## src/include/ifu_defines.svh

```systemverilog
`ifndef IFU_DEFINES_SVH
`define IFU_DEFINES_SVH

// ==============================
// Cache geometry
// ==============================

// Byte offset inside a 16 byte line
`define IFU_OFFSET_BITS 4

// Four lines, direct mapped
`define IFU_INDEX_BITS 2
`define IFU_LINES 4

// Remaining upper address bits
`define IFU_TAG_BITS 26

`define IFU_LINE_WORDS 4

// ==============================
// Fetch behavior
// ==============================

`define IFU_RESET_PC 32'h3000_0000

// Top address byte of the uncached SRAM window
`define IFU_SRAM_REGION 8'h0f

// Stages between fault detection and the fault output
`define IFU_FAULT_DEPTH 4

`endif

```

## src/source/ifu_pkg.sv

```systemverilog
`include "ifu_defines.svh"

package ifu_pkg;

  // ==============================
  // Fetch address
  // ==============================

  typedef struct packed {
    logic [`IFU_TAG_BITS-1:0]   tag;
    logic [`IFU_INDEX_BITS-1:0] index;
    logic [1:0]                 word;     // Word within the line
    logic [1:0]                 byte_sel; // Nonzero means misaligned
  } fetch_fields_s;

  typedef union packed {
    logic [31:0]   raw;
    fetch_fields_s fields;
  } fetch_addr_u;

  // ==============================
  // Fetch FSM and cache line
  // ==============================

  typedef enum logic {
    READ_CACHE  = 1'b0,
    READ_MEMORY = 1'b1
  } fetch_state_e;

  typedef struct packed {
    logic                            valid;
    logic [`IFU_TAG_BITS-1:0]        tag;
    logic [`IFU_LINE_WORDS*32-1:0]   data;  // Word 0 in the low bits
  } cache_line_s;

endpackage

```

## src/source/icache_array.sv

```systemverilog
`timescale 1ns/1ps
`include "ifu_defines.svh"

module icache_array
  import ifu_pkg::*;
(
  input  logic        clock,
  input  logic        reset,
  input  logic        clear_cache,
  input  fetch_addr_u pc,
  input  logic        fill_enable,
  input  logic        beat_valid,
  input  logic [31:0] beat_data,
  output logic        hit,
  output logic [31:0] hit_word
);

  localparam int LINE_BITS = `IFU_LINE_WORDS * 32;

  cache_line_s lines [`IFU_LINES];
  cache_line_s line_sel;
  logic        is_sram;

  // ==============================
  // Lookup
  // ==============================

  assign line_sel = lines[pc.fields.index];
  assign is_sram  = pc.raw[31:24] == `IFU_SRAM_REGION;  // SRAM window bypasses the cache

  assign hit = line_sel.valid && (line_sel.tag == pc.fields.tag) && !is_sram;

  // Select one word of the indexed line
  assign hit_word = line_sel.data[{pc.fields.word, 5'd0} +: 32];

  // ==============================
  // Fill and invalidate
  // ==============================

  always_ff @(posedge clock) begin
    if (reset) begin
      for (int i = 0; i < `IFU_LINES; i++) begin
        lines[i].valid <= 1'b0;
      end
    end else begin
      if (clear_cache) begin
        for (int i = 0; i < `IFU_LINES; i++) begin
          lines[i].valid <= 1'b0;
        end
      end

      // Beats enter at the top and move down, first beat ends in word 0
      if (fill_enable && beat_valid) begin
        lines[pc.fields.index].valid <= 1'b1;
        lines[pc.fields.index].tag   <= pc.fields.tag;
        lines[pc.fields.index].data  <= {beat_data, line_sel.data[LINE_BITS-1:32]};
      end
    end
  end

endmodule

```

## src/source/burst_reader.sv

```systemverilog
`timescale 1ns/1ps
`include "ifu_defines.svh"

module burst_reader
  import ifu_pkg::*;
(
  input  logic        clock,
  input  logic        reset,

  input  logic        req_start,
  input  fetch_addr_u req_addr,
  input  logic        req_cached,

  output logic [31:0] araddr,
  output logic        arvalid,
  output logic [7:0]  arlen,
  input  logic        arready,

  output logic        rready,
  input  logic [31:0] rdata,
  input  logic        rvalid,
  input  logic        rlast,

  output logic        busy,
  output logic        beat_valid,
  output logic [31:0] beat_data,
  output logic        beat_last
);

  logic accept;

  assign accept = req_start && !busy;

  // ==============================
  // Beat forwarding
  // ==============================

  assign beat_valid = rvalid && rready;
  assign beat_data  = rdata;
  assign beat_last  = beat_valid && rlast;

  // ==============================
  // Address and read channel control
  // ==============================

  always_ff @(posedge clock) begin
    if (reset) begin
      arvalid <= 1'b0;
      rready  <= 1'b0;
      busy    <= 1'b0;
    end else begin
      if (accept) begin
        arvalid <= 1'b1;
        busy    <= 1'b1;
      end
      if (arvalid && arready) begin  // Address taken, open the read channel
        arvalid <= 1'b0;
        rready  <= 1'b1;
      end
      if (beat_last) begin
        rready <= 1'b0;
        busy   <= 1'b0;
      end
    end
  end

  always_ff @(posedge clock) begin
    if (accept) begin
      if (req_cached) begin
        araddr <= {req_addr.fields.tag, req_addr.fields.index, {`IFU_OFFSET_BITS{1'b0}}};
        arlen  <= 8'd3;  // Whole line in four beats
      end else begin
        araddr <= req_addr.raw;
        arlen  <= 8'd0;
      end
    end
  end

endmodule

```

## src/source/fetch_control.sv

```systemverilog
`timescale 1ns/1ps
`include "ifu_defines.svh"

module fetch_control
  import ifu_pkg::*;
(
  input  logic        clock,
  input  logic        reset,

  input  logic [31:0] npc,
  input  logic        npc_valid,
  input  logic        idu_ready,
  input  logic        block,
  input  logic        clear_pipeline,

  input  logic        hit,
  input  logic [31:0] hit_word,

  input  logic        busy,
  input  logic        beat_valid,
  input  logic [31:0] beat_data,
  input  logic        beat_last,

  output fetch_addr_u pc,
  output logic [31:0] ifu_pc,
  output logic [31:0] inst,
  output logic        inst_valid,
  output logic        req_start,
  output fetch_addr_u req_addr,
  output logic        req_cached,
  output logic        fill_enable,
  output logic        enable,
  output logic        inst_addr_misaligned
);

  fetch_state_e                state;
  logic                        pipeline_empty;
  logic                        discard;  // Redirect arrived during a burst
  logic [`IFU_FAULT_DEPTH-1:0] fault_shift;

  logic is_sram;
  logic aligned;
  logic can_fetch;
  logic may_request;
  logic miss_go;
  logic fault_set;
  logic take_hit;
  logic take_beat;

  // ==============================
  // Fetch decision
  // ==============================

  assign is_sram     = pc.raw[31:24] == `IFU_SRAM_REGION;
  assign aligned     = pc.fields.byte_sel == 2'b00;
  assign can_fetch   = (state == READ_CACHE) && !block && idu_ready;

  // Only go to memory for a pc the core really wants
  assign may_request = pipeline_empty || (npc_valid && (npc == pc.raw));
  assign miss_go     = can_fetch && !hit && may_request && !busy;

  assign take_hit  = !clear_pipeline && can_fetch && hit;
  assign take_beat = !clear_pipeline && (state == READ_MEMORY) && beat_valid
                     && is_sram && !discard;
  assign req_start = !clear_pipeline && miss_go && aligned;
  assign fault_set = !clear_pipeline && miss_go && !aligned;

  assign req_addr    = pc;
  assign req_cached  = !is_sram;
  assign fill_enable = (state == READ_MEMORY) && !is_sram && !discard;
  assign enable      = busy;

  assign inst_addr_misaligned = fault_shift[`IFU_FAULT_DEPTH-1];

  // ==============================
  // Control state
  // ==============================

  always_ff @(posedge clock) begin
    if (reset) begin
      pc.raw         <= `IFU_RESET_PC;
      state          <= READ_CACHE;
      pipeline_empty <= 1'b1;
      discard        <= 1'b0;
      inst_valid     <= 1'b0;
      fault_shift    <= '0;
    end else begin
      if (clear_pipeline) begin  // Redirect wins over any fetch
        pc.raw         <= npc;
        inst_valid     <= 1'b0;
        pipeline_empty <= 1'b1;
        fault_shift    <= '0;
      end else begin
        inst_valid <= take_hit || take_beat;  // One cycle per instruction
        if (take_hit || take_beat) begin
          pc.raw         <= pc.raw + 32'd4;
          pipeline_empty <= 1'b0;
        end
        if (!block) begin
          fault_shift <= {fault_shift[`IFU_FAULT_DEPTH-2:0], fault_shift[0] | fault_set};
        end
      end

      // A started burst always runs to its last beat
      case (state)
        READ_CACHE: begin
          if (req_start) begin
            state <= READ_MEMORY;
          end
        end
        READ_MEMORY: begin
          if (beat_last) begin
            state   <= READ_CACHE;
            discard <= 1'b0;
          end else if (clear_pipeline) begin
            discard <= 1'b1;
          end
        end
        default: state <= READ_CACHE;
      endcase
    end
  end

  // ==============================
  // Instruction output
  // ==============================

  always_ff @(posedge clock) begin
    if (take_hit) begin
      inst   <= hit_word;
      ifu_pc <= pc.raw;
    end else if (take_beat) begin
      inst   <= beat_data;  // Uncached word straight from the bus
      ifu_pc <= pc.raw;
    end else if (fault_set) begin
      ifu_pc <= pc.raw;     // Report the faulting address
    end
  end

endmodule

```

## src/source/ifu_top.sv

```systemverilog
`timescale 1ns/1ps

module ifu_top
  import ifu_pkg::*;
(
  input  logic        clock,
  input  logic        reset,

  input  logic [31:0] npc,
  input  logic        npc_valid,
  output logic [31:0] ifu_pc,

  output logic        inst_valid,
  output logic [31:0] inst,
  input  logic        idu_ready,
  input  logic        block,

  output logic        enable,
  output logic [31:0] araddr,
  output logic        arvalid,
  output logic [7:0]  arlen,
  input  logic        arready,

  output logic        rready,
  input  logic [31:0] rdata,
  input  logic [1:0]  rresp,
  input  logic        rvalid,
  input  logic        rlast,

  output logic        inst_addr_misaligned,
  input  logic        clear_cache,
  input  logic        clear_pipeline
);

  fetch_addr_u pc;
  fetch_addr_u req_addr;
  logic        hit;
  logic [31:0] hit_word;
  logic        req_start;
  logic        req_cached;
  logic        fill_enable;
  logic        busy;
  logic        beat_valid;
  logic [31:0] beat_data;
  logic        beat_last;

  // ==============================
  // Fetch controller
  // ==============================

  fetch_control control_i (
    .clock                (clock),
    .reset                (reset),
    .npc                  (npc),
    .npc_valid            (npc_valid),
    .idu_ready            (idu_ready),
    .block                (block),
    .clear_pipeline       (clear_pipeline),
    .hit                  (hit),
    .hit_word             (hit_word),
    .busy                 (busy),
    .beat_valid           (beat_valid),
    .beat_data            (beat_data),
    .beat_last            (beat_last),
    .pc                   (pc),
    .ifu_pc               (ifu_pc),
    .inst                 (inst),
    .inst_valid           (inst_valid),
    .req_start            (req_start),
    .req_addr             (req_addr),
    .req_cached           (req_cached),
    .fill_enable          (fill_enable),
    .enable               (enable),
    .inst_addr_misaligned (inst_addr_misaligned)
  );

  // ==============================
  // Cache and memory port
  // ==============================

  icache_array cache_i (
    .clock       (clock),
    .reset       (reset),
    .clear_cache (clear_cache),
    .pc          (pc),
    .fill_enable (fill_enable),
    .beat_valid  (beat_valid),
    .beat_data   (beat_data),
    .hit         (hit),
    .hit_word    (hit_word)
  );

  // Read response code is not checked
  burst_reader reader_i (
    .clock      (clock),
    .reset      (reset),
    .req_start  (req_start),
    .req_addr   (req_addr),
    .req_cached (req_cached),
    .araddr     (araddr),
    .arvalid    (arvalid),
    .arlen      (arlen),
    .arready    (arready),
    .rready     (rready),
    .rdata      (rdata),
    .rvalid     (rvalid),
    .rlast      (rlast),
    .busy       (busy),
    .beat_valid (beat_valid),
    .beat_data  (beat_data),
    .beat_last  (beat_last)
  );

endmodule

```

## config.mk

```make
export PLATFORM = sky130hd
export DESIGN_NAME = ifu_top
export DESIGN_NICKNAME = d
export VERILOG_FILES = /design/src/source/ifu_pkg.sv /design/src/source/icache_array.sv /design/src/source/burst_reader.sv /design/src/source/fetch_control.sv /design/src/source/ifu_top.sv
export VERILOG_INCLUDE_DIRS = /design/src /design/src/include
export SDC_FILE = /design/constraint.sdc
export NUM_CORES = 1
export LEC_CHECK = 0
export BUFFER_PORTS_ARGS = -buffer_cell sky130_fd_sc_hd__clkbuf_2
export CAP_MARGIN = 20
export CELL_PAD_IN_SITES_DETAIL_PLACEMENT = 0
export CELL_PAD_IN_SITES_GLOBAL_PLACEMENT = 2
export CORE_MARGIN = 4
export CORE_UTILIZATION = 30
export CTS_CLUSTER_SIZE = 10
export DETAILED_ROUTE_END_ITERATION = 7
export PLACE_DENSITY_LB_ADDON = 0.1
export SYNTH_ARGS = -nofsm -noshare
export SYNTH_HDL_FRONTEND = slang
export SYNTH_SLANG_ARGS = --single-unit
```

## constraint.sdc

```tcl
create_clock -name clock -period 40 [get_ports clock]
set_input_delay 10 -clock clock [delete_from_list [all_inputs] [get_ports clock]]
set_output_delay 10 -clock clock [all_outputs]
set_load 0.03 [all_outputs]
```

# Word-level counts from Yosys, hierarchy flattened
# Memories as Yosys holds them, arrays and structs flattened. A register that Yosys moved wholly into a read port is not among the register bits.
# Cells that the tools add are included.
totals:
  register_bits: 147
  latch_bits: 0
  ram_bits: 620
  romBits: 0
  elab_cells: 95
  n_memories: 1
op_classes:
  add_sub_neg: 1
  mul: 0
  div_mod_pow: 0
  order_cmp: 0
  n_eq_ne: 3
  shift: 1
  mux: 27
  bitwise: 6
  n_reduce_logical: 42
memory_table:
  columns: ["name", "depth", "word_bits", "read_ports", "rd_ports_with_merged_regs", "wr", "line", "rtl"]
  rows:
  - ["cache_i.lines", 4, 155, 1, 1, 5, "icache_array.sv:20", "cache_line_s lines [`IFU_LINES];"]
op_table:
  columns: ["cell", "count"]
  rows:
  - ["$mux 32", 7]
  - ["$shiftx 128x8->32", 1]
  - ["$add 32x3->32 const B", 1]
  - ["$eq 32x32->1", 1]
  - ["$eq 26x26->1", 1]
  - ["$logic_and 1x1->1", 24]
  - ["$mux 1", 16]
  - ["$eq 8x4->1 const B", 1]
  - ["$logic_not 1->1", 7]
  - ["$mux 2", 3]
  - ["$reduce_bool 2->1", 3]
  - ["$reduce_or 2->1", 3]
  - ["$or 1x1->1", 5]
  - ["$reduce_bool 3->1", 1]
  - ["$logic_not 2->1", 1]
  - ["$logic_or 1x1->1", 2]
  - ["$pmux 1 s2", 1]
  - ["$reduce_and 2->1", 1]
  - ["$not 1->1", 1]

# Depth between registers and ports, before layout
logic_depth:
  word_depth: 12
  mapped_depth: 12

# By module
# A second synthesis with hierarchy kept.
hier_totals:
  hier_cells: 1475
  hier_area_um2: 30052.6
modules_own_cells:
  columns: ["mod", "n_inst", "cells_each", "area_each_um2"]
  rows:
  - ["icache_array", 1, 931, 23503.8]
  - ["fetch_control", 1, 454, 5113.7]
  - ["burst_reader", 1, 90, 1435.1]

# Worst setup path before layout
# OpenSTA, ideal clock, no wires.
synth_timing:
  path_kind: "input port to flip-flop"
  startpoint: "input port rvalid"
  endpoint: "memory cache_i.lines[0][0] (netlist name), enable pin"
  t_arrival_ns: 21.580
  required_ns: 39.110
  slack_ns: 17.529
  cell_stages: 3
  path_cell_list: "nand4b_1 -> nor3_1 -> nor3b_1"
synth_lines:
  columns: ["element", "line", "rtl"]
  rows:
  - ["start: declaration", "ifu_top.sv:27", "input logic rvalid,"]
  - ["end: declaration", "icache_array.sv:20", null]

==> impl_table.tex <==
\begin{tabular}{lr}
\hline
Metric & Value \\
\hline
\multicolumn{2}{l}{\textbf{Run status}} \\
Result of the run & finished, final reports clean \\
\multicolumn{2}{l}{\textbf{Cells and area}} \\
Layout Cell Area excl Fill & 34600 µm² \\
Area growth syn-to-layout & 17.3\% \\
Most common cell after layout, fill and taps aside & sky130\_fd\_sc\_hd\_\_edfxtp\_1 \\
Final Non-Filler Cells & 3016 \\
Number of nets in the layout & 1767 \\
Proportion of layout cells with a drive suffix above 1 & 30.5\% \\
Most frequent cells in the layout & sky130\_fd\_sc\_hd\_\_edfxtp\_1, sky130\_fd\_sc\_hd\_\_mux4\_2, sky130\_fd\_sc\_hd\_\_clkbuf\_2 \\
\multicolumn{2}{l}{\textbf{Placed design}} \\
Cell count after placement & 2873 \\
Cell Area, Placed & 32000 µm² \\
IO buf count & 176 \\
Hpwl dp & 40.4 mm \\
GP Congestion & 0.704 \\
\multicolumn{2}{l}{\textbf{GRT}} \\
Largest net degree at the start of global routing & 120 \\
Number of global-route vias before repair & 16035 \\
Total congestion overflow & 0 \\
Layer carrying the most global-route usage & met2 \\
First-pass GRT wire length & 108 mm \\
Met3 Resource Use GR & 3.14\% \\
Overall routing resource usage & 14.1\% \\
Routing usage on met1 & 19.3\% \\
GR met2 Demand/Resource & 22.7\% \\
Number of antenna violations at the first check in global routing & 2 \\
\multicolumn{2}{l}{\textbf{Yosys}} \\
Number of synthesized register bits & 762 \\
Dominant combinational cell family by area after synthesis & multiplexers \\
Mean area per synthesized cell & 20.2 µm² \\
Simple-gate area share of the yosys netlist & 4.28\% \\
Complex-gate fraction of the synthesized area & 1.71\% \\
Multiplexer area fraction after synthesis & 14.6\% \\
Syn Inst Count & 1462 \\
Post-Syn Area & 29500 µm² \\
Number of enable flip-flop cells after synthesis & 713 \\
Xor and xnor area share after synthesis & 2.07\% \\
Async S/R FF share, synth & 0\% \\
Sequential cell area fraction in the yosys report & 75.9\% \\
Main flop type after synthesis & sky130\_fd\_sc\_hd\_\_edfxtp\_1 \\
Unique masters post-synth & 56 \\
Synth Area in Adders & 0.0424\% \\
Syn. warnings & 0 \\
\multicolumn{2}{l}{\textbf{Timing}} \\
Time the worst path needs with I/O delays and setup & 12.50 ns \\
Measured slew at the worst slew-check pin & 0.970 ns \\
Maximum clock frequency & 80.0 MHz \\
Final critical-path share of the clock period & 31.2\% \\
Skew final & 0.0274 ns \\
Worst hold slack & 0.448 ns \\
Final hold violation count & 0 \\
RSZ-0062 raised after global routing & false \\
Final Max Tran Viols & 0 \\
Max\_slew headroom & 35.3\% \\
Final TNS setup & 0 ns \\
Final setup vio count & 0 \\
\multicolumn{2}{l}{\textbf{Clock network}} \\
Post-CTS setup buffer count & 0 \\
CTS Root Buffer Type & sky130\_fd\_sc\_hd\_\_clkbuf\_16 \\
H-tree Lvls & 3 \\
Hold\_buf cts & 0 \\
CTS tree & yes \\
Clock insertion delay at the later pin of the skew report & 0.64 ns \\
Number of clock sinks seen by CTS & 762 \\
Clk pin slew, worst setup/hold paths & 0.06 ns \\
Post\_cts resized & 0 \\
CTS buffer count & 91 \\
Maximum buffer depth of the clock tree & 3 \\
\multicolumn{2}{l}{\textbf{Drt}} \\
Final wirelength & 72.4 mm \\
DRT antenna net count & 0 \\
Post-DR wirelength/cell & 24.0 µm \\
Vias after detailed routing & 14434 \\
DRT Pass-1 Iters & 5 \\
First DRT Iteration DRCs & 980 \\
Avg Vias per Cell & 4.79 \\
Number of design rule violations left after detail routing & 0 \\
\multicolumn{2}{l}{\textbf{Floorplan}} \\
Die area & 103000 µm² \\
Core Region & 97100 µm² \\
Cell row count & 114 \\
Die width & 322 µm \\
Die height & 322 µm \\
Starting density of the core & 30.4\% \\
Count of pins on the block boundary & 185 \\
\multicolumn{2}{l}{\textbf{Setup path}} \\
Kind of capture point of the worst setup path & flop \\
Cell seen most often among critical-path stages & sky130\_fd\_sc\_hd\_\_buf\_4 \\
Worst Setup Path Type & in -> reg \\
Maximum fanout count along the critical path & 46 \\
Maximum single-stage delay on the critical path & 0.71 ns \\
Ordered cell list for the critical path & clkbuf\_2 > buf\_4 > nor3\_1 > and3b\_4 > buf\_4 > buf\_4 \\
Crit start category & input pin \\
Critical path launch point & reset \\
Data arrival time of the worst path & 12.74 ns \\
Cell with the largest stage delay on the worst path & sky130\_fd\_sc\_hd\_\_buf\_4 \\
Critical path required time & 40.24 ns \\
\multicolumn{2}{l}{\textbf{Power}} \\
Power density normalized to cell area & 49.4 nW/µm² \\
Static Leak & 11.0 nW \\
Largest voltage drop on the vdd net & 0.0254 mV \\
\multicolumn{2}{l}{\textbf{Run}} \\
Number of maximum-capacitance violations & 0 \\
\multicolumn{2}{l}{\textbf{Min path}} \\
Class of the tightest hold or removal check & reg -> reg \\
Worst min-delay path startpoint & cache\_i.lines[2][154] \\
\hline
\end{tabular}
## power breakdown
part / total (mW) / internal, mW / switching, mW
Sequential: 0.886 / 0.877 / 0.00927
Combinational: 0.0804 / 0.0352 / 0.0452
Clock: 0.741 / 0.439 / 0.302
Total: 1.71 / 1.35 / 0.356
## worst max-delay path: cells and delay by family
kind                   cells  cell delay (ns)
and+or+nand+nor            2             1.04
buffers and inverters      4             1.63
## logic make-up after synthesis
family	after synthesis
XOR/XNOR	69
buffers and inverters	96
adder cells (fa/ha/maj)	1
flip-flops	762
AO/OA/AOI/OAI	72
multiplexers	195
AND/OR/NAND/NOR	266
other	1
## per-layer routing
metal / wire [µm] / vias to the layer above
li1: - / 6364
met3: 3440 / 99
met1: 33300 / 7692
met4: 1550 / 2
met2: 34200 / 277
met5: 13 / -
## worst paths after layout
check             depth (start not counted)               endpoint  slack, ns
hold / removal                            1  cache_i.lines[2][154]       0.45
setup / recovery                          6   cache_i.lines[1][22]      27.50
hold reg to reg                           1  cache_i.lines[2][154]       0.45
setup reg to reg                         10     control_i.inst[19]      34.78
## sequential cells by signal, summed over array words and instances, names as in the netlist, 4 cells and up, named ones only
name and count:
cache_i.lines 620, control_i.ifu_pc 32, control_i.inst 32, control_i.pc 32, reader_i.araddr 32, control_i.fault_shift 4
## Yosys cell counts, types with 4 or more instances
library cell / instances / area share [%]
sky130_fd_sc_hd__nor2b_1: 4 / 0.085
sky130_fd_sc_hd__nand2_1: 123 / 1.6
sky130_fd_sc_hd__a211oi_1: 12 / 0.31
sky130_fd_sc_hd__xor2_1: 6 / 0.18
sky130_fd_sc_hd__o21a_1: 4 / 0.10
sky130_fd_sc_hd__nor3_1: 14 / 0.24
sky130_fd_sc_hd__and2_1: 7 / 0.15
sky130_fd_sc_hd__a21oi_1: 17 / 0.29
sky130_fd_sc_hd__a31oi_1: 5 / 0.11
sky130_fd_sc_hd__nor2_1: 44 / 0.56
sky130_fd_sc_hd__dfxtp_1: 49 / 3.3
sky130_fd_sc_hd__mux2i_1: 7 / 0.24
sky130_fd_sc_hd__o21ai_0: 10 / 0.17
sky130_fd_sc_hd__nand3_1: 20 / 0.34
sky130_fd_sc_hd__a21o_1: 4 / 0.10
sky130_fd_sc_hd__clkbuf_1: 54 / 0.69
sky130_fd_sc_hd__and3_1: 9 / 0.19
sky130_fd_sc_hd__edfxtp_1: 713 / 73
sky130_fd_sc_hd__buf_4: 8 / 0.20
sky130_fd_sc_hd__nand4_1: 17 / 0.36
sky130_fd_sc_hd__inv_1: 10 / 0.13
sky130_fd_sc_hd__mux4_2: 187 / 14
sky130_fd_sc_hd__xnor2_1: 62 / 1.8
sky130_fd_sc_hd__nor4_1: 7 / 0.15
sky130_fd_sc_hd__buf_2: 6 / 0.10
sky130_fd_sc_hd__buf_1: 16 / 0.20
## stage by stage
stage	utilization, %	total power [mW]	setup WS, ns
global route	35.6	1.78	27.23
finish	35.6	1.71	27.50
detailed placement	32.9	0.986	26.73
global placement	32.9	0.985	26.72
CTS	35.6	1.74	27.41
floorplan	-	0.955	17.53
## area by class of cell
| cell class | instances | area [µm²] |
|---|---|---|
| antenna | 1 | 2.50 |
| clock buffer | 127 | 2530 |
| clock inverter | 15 | 93.8 |
| fill | 9096 | 62500 |
| inverter | 10 | 37.5 |
| multi-input combinational | 609 | 6740 |
| sequential | 762 | 22400 |
| tap | 1276 | 1600 |
| timing repair buffer | 216 | 1190 |
No activity file was read; power rests on OpenSTA's default activity.
